===== src/common/xip_pkg.sv =====
`default_nettype none

package xip_pkg;

    localparam int XIP_ADDR_W = 24; // 16 MB flash window

    // AHB transfer type
    typedef enum logic [1:0] {
        HTRANS_IDLE   = 2'b00,
        HTRANS_BUSY   = 2'b01,
        HTRANS_NONSEQ = 2'b10,
        HTRANS_SEQ    = 2'b11
    } htrans_e;

    // AHB transfer size, wider sizes are not used on a 32-bit bus
    typedef enum logic [2:0] {
        HSIZE_BYTE = 3'b000,
        HSIZE_HALF = 3'b001,
        HSIZE_WORD = 3'b010
    } hsize_e;

    // standard read, no dummy cycles
    typedef enum logic [7:0] {
        FLASH_READ = 8'h03
    } flash_opcode_e;

    typedef enum logic [2:0] {
        SPI_IDLE = 3'd0,
        SPI_CMD  = 3'd1,
        SPI_ADDR = 3'd2,
        SPI_DATA = 3'd3,
        SPI_GAP  = 3'd4 // trailing edge and deselect time
    } spi_state_e;

    typedef struct packed {
        logic [XIP_ADDR_W-1:0] addr;      // flash byte address
        logic [1:0]            nbytes_m1; // 0..3 means 1..4 bytes
        logic [1:0]            lane;      // lane of the first byte
    } xip_rd_cmd_t;

    typedef struct packed {
        logic [7:0] data;
        logic       last; // final byte of the command
    } xip_byte_t;

endpackage

`default_nettype wire


===== src/hdl/ahb_xip_decode.sv =====
`default_nettype none

module ahb_xip_decode #(
    parameter bit en_unaligned = 1'b0,
    parameter bit en_narrow    = 1'b0
)(
    input  wire                   amba_clk,
    input  wire                   amba_resetn,
    input  wire                   ahb_hsel_i,
    input  wire [31:0]            ahb_haddr_i,
    input  wire xip_pkg::htrans_e ahb_htrans_i,
    input  wire xip_pkg::hsize_e  ahb_hsize_i,
    input  wire                   ahb_hwrite_i,
    input  wire                   ahb_hready_i,
    input  wire                   en_xip_i,
    output xip_pkg::xip_rd_cmd_t  rd_cmd_o,
    output logic                  rd_cmd_vld_o,
    output logic                  err_req_o,
    output logic [1:0]            xip_err_o
);

    logic       accept;
    logic       rd_ok;
    logic       wrong_align;
    logic       wrong_size;
    logic [1:0] nbytes_m1;
    logic [1:0] lane;

    assign accept = ahb_hsel_i & ahb_hready_i & ahb_htrans_i[1]; // nonseq or seq
    assign rd_ok = accept & ~ahb_hwrite_i & en_xip_i;

    // only flagged in the modes that cannot serve them
    assign wrong_align = !en_unaligned && (ahb_haddr_i[1:0] != 2'b00);
    assign wrong_size = !en_narrow && (ahb_hsize_i != xip_pkg::HSIZE_WORD);

    // byte count and first lane per mode
    always_comb
    begin
        if (!en_unaligned)
        begin
            lane = 2'd0;
            case (ahb_hsize_i)
                xip_pkg::HSIZE_BYTE: nbytes_m1 = 2'd0;
                xip_pkg::HSIZE_HALF: nbytes_m1 = 2'd1;
                default:             nbytes_m1 = 2'd3;
            endcase
        end
        else if (!en_narrow)
        begin
            lane = ahb_haddr_i[1:0];
            nbytes_m1 = ~ahb_haddr_i[1:0]; // up to the word boundary
        end
        else
        begin
            lane = ahb_haddr_i[1:0];
            case (ahb_hsize_i)
                xip_pkg::HSIZE_BYTE: nbytes_m1 = 2'd0;
                xip_pkg::HSIZE_HALF: nbytes_m1 = (ahb_haddr_i[1:0] == 2'b11) ? 2'd0 : 2'd1;
                default:             nbytes_m1 = ~ahb_haddr_i[1:0];
            endcase
        end
    end

    always_ff @(posedge amba_clk or negedge amba_resetn)
    begin
        if (!amba_resetn)
        begin
            rd_cmd_vld_o <= 1'b0;
            err_req_o <= 1'b0;
            xip_err_o <= 2'b00;
        end
        else
        begin
            rd_cmd_vld_o <= rd_ok;
            err_req_o <= accept & (ahb_hwrite_i | ~en_xip_i); // read-only port
            xip_err_o[1] <= accept & ~ahb_hwrite_i & wrong_align;
            xip_err_o[0] <= accept & ~ahb_hwrite_i & wrong_size;
        end
    end

    // held until the next read is accepted
    always_ff @(posedge amba_clk)
    begin
        if (rd_ok)
        begin
            rd_cmd_o.addr <= ahb_haddr_i[xip_pkg::XIP_ADDR_W-1:0];
            rd_cmd_o.nbytes_m1 <= nbytes_m1;
            rd_cmd_o.lane <= lane;
        end
    end

    // the stalled data phase keeps a second request out
    a_one_request: assert property (@(posedge amba_clk) disable iff (!amba_resetn)
        (rd_cmd_vld_o || err_req_o) |=> !(rd_cmd_vld_o || err_req_o))
        else $error("two requests in consecutive cycles");

endmodule

`default_nettype wire


===== src/spi_xip/spi_xip_engine.sv =====
`default_nettype none

module spi_xip_engine #(
    parameter int sck_div_n = 4
)(
    input  wire                       amba_clk,
    input  wire                       amba_resetn,
    input  wire xip_pkg::xip_rd_cmd_t rd_cmd_i,
    input  wire                       rd_cmd_vld_i,
    input  wire                       spi_miso_i,
    output xip_pkg::xip_byte_t        rx_byte_o,
    output logic                      rx_byte_vld_o,
    output logic                      spi_ss_o,
    output logic                      spi_sck_o,
    output logic                      spi_mosi_o
);

    localparam int HALF = sck_div_n / 2;
    localparam int DIV_W = (HALF > 1) ? $clog2(HALF) : 1;
    localparam int GAP_N = 2 * sck_div_n; // last fall, hold, then deselect
    localparam int GAP_W = $clog2(GAP_N);

    xip_pkg::spi_state_e state;
    logic [DIV_W-1:0]    div_cnt;
    logic [GAP_W-1:0]    gap_cnt;
    logic [4:0]          bit_cnt;  // falling edges within a phase or byte
    logic [1:0]          byte_cnt;
    logic [31:0]         tx_sh;    // opcode then address, msb first
    logic [6:0]          rx_sh;
    logic                pend;     // command taken during the gap
    logic                tick;
    logic                rise;
    logic                fall;
    logic                gap_end;
    logic                start;

    assign tick = (div_cnt == DIV_W'(HALF - 1));
    assign rise = tick & ~spi_sck_o;
    assign fall = tick & spi_sck_o;
    assign gap_end = (gap_cnt == GAP_W'(GAP_N - 1));
    assign start = ((state == xip_pkg::SPI_IDLE) & rd_cmd_vld_i) |
                   ((state == xip_pkg::SPI_GAP) & gap_end & (pend | rd_cmd_vld_i));
    assign spi_mosi_o = tx_sh[31];

    always_ff @(posedge amba_clk or negedge amba_resetn)
    begin
        if (!amba_resetn)
        begin
            state <= xip_pkg::SPI_IDLE;
            div_cnt <= '0;
            gap_cnt <= '0;
            bit_cnt <= '0;
            byte_cnt <= '0;
            pend <= 1'b0;
            tx_sh <= '0;
            rx_byte_vld_o <= 1'b0;
            spi_ss_o <= 1'b1;
            spi_sck_o <= 1'b0;
        end
        else
        begin
            rx_byte_vld_o <= 1'b0;
            if (start)
            begin
                state <= xip_pkg::SPI_CMD;
                spi_ss_o <= 1'b0; // first bit already on mosi
                div_cnt <= '0;
                bit_cnt <= '0;
                byte_cnt <= '0;
                pend <= 1'b0;
                tx_sh <= {xip_pkg::FLASH_READ, rd_cmd_i.addr};
            end
            else
            begin
                case (state)
                    xip_pkg::SPI_CMD, xip_pkg::SPI_ADDR, xip_pkg::SPI_DATA:
                    begin
                        div_cnt <= tick ? '0 : div_cnt + 1'b1;
                        if (rise)
                        begin
                            spi_sck_o <= 1'b1;
                            if (state == xip_pkg::SPI_DATA && bit_cnt == 5'd7)
                            begin
                                rx_byte_vld_o <= 1'b1;
                                if (byte_cnt == rd_cmd_i.nbytes_m1)
                                begin
                                    state <= xip_pkg::SPI_GAP; // bus can move on now
                                    gap_cnt <= '0;
                                end
                            end
                        end
                        if (fall)
                        begin
                            spi_sck_o <= 1'b0;
                            tx_sh <= {tx_sh[30:0], 1'b0};
                            bit_cnt <= bit_cnt + 1'b1;
                            if (state == xip_pkg::SPI_CMD && bit_cnt == 5'd7)
                            begin
                                state <= xip_pkg::SPI_ADDR;
                                bit_cnt <= '0;
                            end
                            else if (state == xip_pkg::SPI_ADDR && bit_cnt == 5'd23)
                            begin
                                state <= xip_pkg::SPI_DATA;
                                bit_cnt <= '0;
                            end
                            else if (state == xip_pkg::SPI_DATA && bit_cnt == 5'd7)
                            begin
                                bit_cnt <= '0;
                                byte_cnt <= byte_cnt + 1'b1;
                            end
                        end
                    end
                    xip_pkg::SPI_GAP:
                    begin
                        gap_cnt <= gap_cnt + 1'b1;
                        if (gap_cnt == GAP_W'(HALF - 1))
                            spi_sck_o <= 1'b0; // closing falling edge
                        if (gap_cnt == GAP_W'(sck_div_n - 1))
                            spi_ss_o <= 1'b1;
                        if (rd_cmd_vld_i)
                            pend <= 1'b1;
                        if (gap_end)
                            state <= xip_pkg::SPI_IDLE;
                    end
                    default: state <= xip_pkg::SPI_IDLE;
                endcase
            end
        end
    end

    // sampled on the rising edge, mode 0
    always_ff @(posedge amba_clk)
    begin
        if (rise && state == xip_pkg::SPI_DATA)
        begin
            rx_sh <= {rx_sh[5:0], spi_miso_i};
            rx_byte_o.data <= {rx_sh, spi_miso_i};
            rx_byte_o.last <= (byte_cnt == rd_cmd_i.nbytes_m1);
        end
    end

    // hready holds the bus, so no command can land mid-transfer
    a_cmd_when_free: assert property (@(posedge amba_clk) disable iff (!amba_resetn)
        rd_cmd_vld_i |-> (state == xip_pkg::SPI_IDLE || state == xip_pkg::SPI_GAP) && !pend)
        else $error("read command while a flash read is in progress");

    a_ss_around_sck: assert property (@(posedge amba_clk) disable iff (!amba_resetn)
        $changed(spi_sck_o) |-> !spi_ss_o)
        else $error("sck edge with flash deselected");

endmodule

`default_nettype wire


===== src/hdl/ahb_xip_response.sv =====
`default_nettype none

module ahb_xip_response (
    input  wire                       amba_clk,
    input  wire                       amba_resetn,
    input  wire xip_pkg::xip_rd_cmd_t rd_cmd_i,
    input  wire                       rd_cmd_vld_i,
    input  wire                       err_req_i,
    input  wire xip_pkg::xip_byte_t   rx_byte_i,
    input  wire                       rx_byte_vld_i,
    output logic                      ahb_hready_o,
    output logic [31:0]               ahb_hrdata_o,
    output logic                      ahb_hresp_o
);

    logic        hready_q;
    logic        err_q;    // second cycle of ERROR
    logic        rd_pend;
    logic [3:0]  lane_ptr; // one-hot, lane of the next byte
    logic [31:0] asm_q;
    logic [31:0] asm_nxt;

    // the strobes come from registers, so the data phase stalls at once
    assign ahb_hready_o = hready_q & ~rd_cmd_vld_i & ~err_req_i;
    assign ahb_hresp_o = err_req_i | err_q;

    always_comb
    begin
        for (int i = 0; i < 4; i++)
            asm_nxt[8*i +: 8] = lane_ptr[i] ? rx_byte_i.data : asm_q[8*i +: 8];
    end

    always_ff @(posedge amba_clk or negedge amba_resetn)
    begin
        if (!amba_resetn)
        begin
            hready_q <= 1'b1;
            err_q <= 1'b0;
            rd_pend <= 1'b0;
            lane_ptr <= 4'b0000;
        end
        else
        begin
            err_q <= err_req_i;
            if (rd_cmd_vld_i)
            begin
                hready_q <= 1'b0;
                rd_pend <= 1'b1;
                lane_ptr <= 4'b0001 << rd_cmd_i.lane;
            end
            else if (rx_byte_vld_i)
            begin
                lane_ptr <= {lane_ptr[2:0], lane_ptr[3]}; // wraps to lane 0
                if (rx_byte_i.last)
                begin
                    hready_q <= 1'b1;
                    rd_pend <= 1'b0;
                end
            end
        end
    end

    always_ff @(posedge amba_clk)
    begin
        if (rd_cmd_vld_i)
            asm_q <= '0;
        else if (rx_byte_vld_i)
        begin
            asm_q <= asm_nxt;
            if (rx_byte_i.last)
                ahb_hrdata_o <= asm_nxt;
        end
    end

    a_byte_in_read: assert property (@(posedge amba_clk) disable iff (!amba_resetn)
        rx_byte_vld_i |-> rd_pend)
        else $error("flash byte without a pending read");

endmodule

`default_nettype wire


===== src/hdl/ahb_xip_top.sv =====
`default_nettype none

module ahb_xip_top #(
    parameter int sck_div_n    = 4,    // even, at least 2
    parameter bit en_unaligned = 1'b1,
    parameter bit en_narrow    = 1'b1
)(
    input  wire                   amba_clk,
    input  wire                   amba_resetn,
    input  wire                   ahb_hsel_i,
    input  wire [31:0]            ahb_haddr_i,
    input  wire xip_pkg::htrans_e ahb_htrans_i,
    input  wire xip_pkg::hsize_e  ahb_hsize_i,
    input  wire                   ahb_hwrite_i,
    input  wire                   ahb_hready_i,
    output logic                  ahb_hready_o,
    output logic [31:0]           ahb_hrdata_o,
    output logic                  ahb_hresp_o,
    input  wire                   en_xip_i,
    output logic                  spi_ss_o,
    output logic                  spi_sck_o,
    output logic                  spi_mosi_o,
    input  wire                   spi_miso_i,
    output logic [1:0]            xip_err_o    // {unaligned, narrow}
);

    xip_pkg::xip_rd_cmd_t rd_cmd;
    logic                 rd_cmd_vld;
    logic                 err_req;
    xip_pkg::xip_byte_t   rx_byte;
    logic                 rx_byte_vld;

    ahb_xip_decode #(
        .en_unaligned (en_unaligned),
        .en_narrow    (en_narrow)
    ) i_decode (
        .amba_clk     (amba_clk),
        .amba_resetn  (amba_resetn),
        .ahb_hsel_i   (ahb_hsel_i),
        .ahb_haddr_i  (ahb_haddr_i),
        .ahb_htrans_i (ahb_htrans_i),
        .ahb_hsize_i  (ahb_hsize_i),
        .ahb_hwrite_i (ahb_hwrite_i),
        .ahb_hready_i (ahb_hready_i),
        .en_xip_i     (en_xip_i),
        .rd_cmd_o     (rd_cmd),
        .rd_cmd_vld_o (rd_cmd_vld),
        .err_req_o    (err_req),
        .xip_err_o    (xip_err_o)
    );

    spi_xip_engine #(
        .sck_div_n (sck_div_n)
    ) i_engine (
        .amba_clk      (amba_clk),
        .amba_resetn   (amba_resetn),
        .rd_cmd_i      (rd_cmd),
        .rd_cmd_vld_i  (rd_cmd_vld),
        .spi_miso_i    (spi_miso_i),
        .rx_byte_o     (rx_byte),
        .rx_byte_vld_o (rx_byte_vld),
        .spi_ss_o      (spi_ss_o),
        .spi_sck_o     (spi_sck_o),
        .spi_mosi_o    (spi_mosi_o)
    );

    ahb_xip_response i_response (
        .amba_clk      (amba_clk),
        .amba_resetn   (amba_resetn),
        .rd_cmd_i      (rd_cmd),
        .rd_cmd_vld_i  (rd_cmd_vld),
        .err_req_i     (err_req),
        .rx_byte_i     (rx_byte),
        .rx_byte_vld_i (rx_byte_vld),
        .ahb_hready_o  (ahb_hready_o),
        .ahb_hrdata_o  (ahb_hrdata_o),
        .ahb_hresp_o   (ahb_hresp_o)
    );

endmodule

`default_nettype wire


===== config.mk =====
export PLATFORM = sky130hd
export DESIGN_NAME = ahb_xip_top
export DESIGN_NICKNAME = d
export VERILOG_FILES = /design/src/common/xip_pkg.sv /design/src/hdl/ahb_xip_decode.sv /design/src/spi_xip/spi_xip_engine.sv /design/src/hdl/ahb_xip_response.sv /design/src/hdl/ahb_xip_top.sv
export SDC_FILE = /design/constraint.sdc
export NUM_CORES = 1
export LEC_CHECK = 0
export BUFFER_PORTS_ARGS = -buffer_cell sky130_fd_sc_hd__buf_2
export CAP_MARGIN = 10
export CORE_MARGIN = 4
export CORE_UTILIZATION = 30
export CTS_CLUSTER_DIAMETER = 150
export DETAILED_ROUTE_END_ITERATION = 6
export SLEW_MARGIN = 0
export SYNTH_ARGS = -nofsm -noshare
export SYNTH_HDL_FRONTEND = slang
export SYNTH_HIERARCHICAL = 1
export SYNTH_SLANG_ARGS = --single-unit

===== constraint.sdc =====
create_clock -name amba_clk -period 3.2 [get_ports amba_clk]
set_clock_uncertainty 0.05 [all_clocks]
set_input_delay 0.32 -clock amba_clk [delete_from_list [all_inputs] [get_ports amba_clk]]
set_output_delay 0.32 -clock amba_clk [all_outputs]
set_load 0.03 [all_outputs]

==> run summary <==
# nets final: 682
Worst Path Required: 3490 ps
final wirelength: 13100 microns
most frequent cells in the layout: nand2_1, buf_2, edfxtp_1
Yosys warning count: 6
Placer Congestion: 0.759
Hold Fails Final Rpt: 0
first-pass GRT wire length: 21500 microns
sequential area share after synthesis: 0.616
Die W: 157 microns
pre-CTS WS: 1200 ps
DR WL/cell: 14.1 microns
#FFs+latches synth: 157
post-layout worst setup margin: 1190 ps
Area Growth Syn to Fin: 18.3%
Final HPWL DP: 8020 microns
critical-path cell list: ha_1 > ha_1 > nor2b_1 > or3_1 > buf_4 > nor2_1 > a31oi_1
1st-iter DRT viols: 242
TNS Setup: 0 ps
crit path kind: flop to flop
vias in the first global route: 4220
worst relative slew slack: 0.402
CP Capture Type: flop
status: finished, final reports clean
PostCTS Resize Cnt: 0
die height: 157 microns
total die area: 24700 sq um
Clock Pin Slew Worst Setup and Hold Paths: 70 ps
ys flop type: edfxtp_1
I/O pin count: 83
setup violators final: 0
GR Util met2: 0.173
hold buffers post-CTS: 12
share of cells above drive strength 1: 0.251
VDD IR max: 0.372 mV
crit start category: flop
Mapped Area: 6670 sq um
CP Max Fanout: 50
H-tree level count: 4
library cells used by synthesis: 48
Worst Tran Pin Value: 896 ps
row count: 54
TritonRoute pass-1 iters: 4
max_cap viols: 0
Starting Density: 0.306
Detail Route Antenna Nets: 0
Root Driver: clkbuf_16
cell mode on critical path: ha_1
area of the core: 21800 sq um
crit path time final: 2010 ps
RSZ-0062 raised after global routing: false
global routing usage on met1: 0.147
leakage power: 3.16 nW
CP arrival: 2300 ps
Mean Syn Cell Area: 11.9 sq um
later-pin clock latency in the skew report: 420 ps
antenna violations before repair: 0
fraction of registers with async set/reset: 0.369
vias per cell: 4.65
pin count of the biggest net entering global routing: 51
grt ovf: 0
Ant. Diodes: 0
Port Buf Inserts: 71
CTS tree: done
clock sinks: 157
Syn Inst Count: 562
number of flops mapped to enable cells by yosys: 67
gr usage total: 0.110
maximum root-to-sink buffer count: 2
GR peak layer: met2
max frequency: 497 MHz
# DRC: 0
via count: 4303
most common cell after layout, fill and taps aside: nand2_1
total CTS buffers: 17
Post-CTS Setup Bufs: 0
Final Cycle Share: 0.629
Max Slew Vio Count: 0
M3 GR Usage: 0.0291
worst hold path class: primary input to flop
slowest cell on the critical path: dfrtp_1
Worst path max stage delay: 410 ps
pwr/cell area: 687 nW/um^2
[sequential cells by signal, indices dropped and copies added, names as in the netlist, 2 cells and up]
register                 flops
i_decode/rd_cmd_o           26
i_engine/bit_cnt             5
i_engine/byte_cnt            2
i_engine/gap_cnt             3
i_engine/rx_byte_o           9
i_engine/state               3
i_engine/tx_sh              32
i_response/ahb_hrdata_o     32
i_response/asm_q            32
i_response/lane_ptr          4
[path summary, 6_finish.rpt]
kind | start | slack (ps) | cells past startpoint | endpoint
min in group asynchronous | amba_resetn | 340 | 2 | i_engine/tx_sh[10]
worst max-delay path | i_engine/gap_cnt[0] | 1190 | 7 | i_engine/tx_sh[6]
worst min-delay path | ahb_haddr_i[9] | 20 | 1 | i_decode/rd_cmd_o[13]
worst max register to register | i_engine/gap_cnt[0] | 1190 | 7 | i_engine/tx_sh[6]
max in group asynchronous | amba_resetn | 2030 | 3 | i_response/hready_q
worst min register to register | i_decode/err_req_o | 350 | 0 | i_response/err_q
[final cells by class]
class	instances	area (sq um)
Fill cell	2127	13900
Sequential cell	157	4110
Multi-Input combinational cell	352	2220
Timing Repair Buffer	96	581
Clock buffer	18	439
Tap cell	280	350
Clock inverter	14	155
Inverter	9	33.8
[synthesized netlist by cell type, types with 6 or more instances]
cell type | instances | area, sq um
nor2_1 | 40 | 150
dfrtp_1 | 56 | 1400
dfxtp_1 | 32 | 641
o22ai_1 | 6 | 37.5
buf_6 | 15 | 169
a21bo_1 | 32 | 320
buf_2 | 19 | 95.1
a21oi_1 | 36 | 180
edfxtp_1 | 67 | 2010
a31oi_1 | 24 | 150
a21oi_2 | 8 | 70.1
nand2_1 | 74 | 278
mux2_2 | 32 | 360
nand3_1 | 39 | 195
inv_1 | 9 | 33.8
[worst max-delay path, delay by kind of cell (launching register included)]
family,cells,cell delay [ps]
AND/OR/NAND/NOR,3,420
AO/OA/AOI/OAI,1,170
buffers and inverters,1,400
adder cells (fa/ha/maj),2,470
flip-flops,1,410
[cells by family (layout without fill, tap and decap cells)]
group	after synthesis	count (layout)	share of synthesized area
XOR/XNOR	5	5	0.00657
adder cells (fa/ha/maj)	5	5	0.00938
AO/OA/AOI/OAI	123	123	0.133
buffers and inverters	54	137	0.0531
flip-flops	157	157	0.616
multiplexers	37	37	0.0615
other	1	2	0.000562
AND/OR/NAND/NOR	180	180	0.120
[metal layers]
metal  vias up  part of all wire
met5         -                 0
met4         0             0.014
met3        15             0.051
met2        86              0.46
met1      2068              0.47
li1       2134                 -
[metrics by stage]
step                       util  hold slack, ps  instances  area [sq um]  power [W]
after floorplan               -           -25.6        563          6670    0.00323
after global placement    0.327             270        879          7140    0.00339
after detailed placement  0.327             264        879          7140    0.00342
after CTS                 0.360           0.380        923          7860    0.00549
after global routing      0.361            1.19        926          7890    0.00571
final                     0.361            21.7        926          7890    0.00542
[power breakdown]
part	switching, W	leakage (nW)	internal, W
logic	0.000464	1.26	0.000341
registers	0.000231	1.61	0.00235
clock network	0.000849	0.284	0.00119
Note: power is estimated with default switching activity, not from simulation.
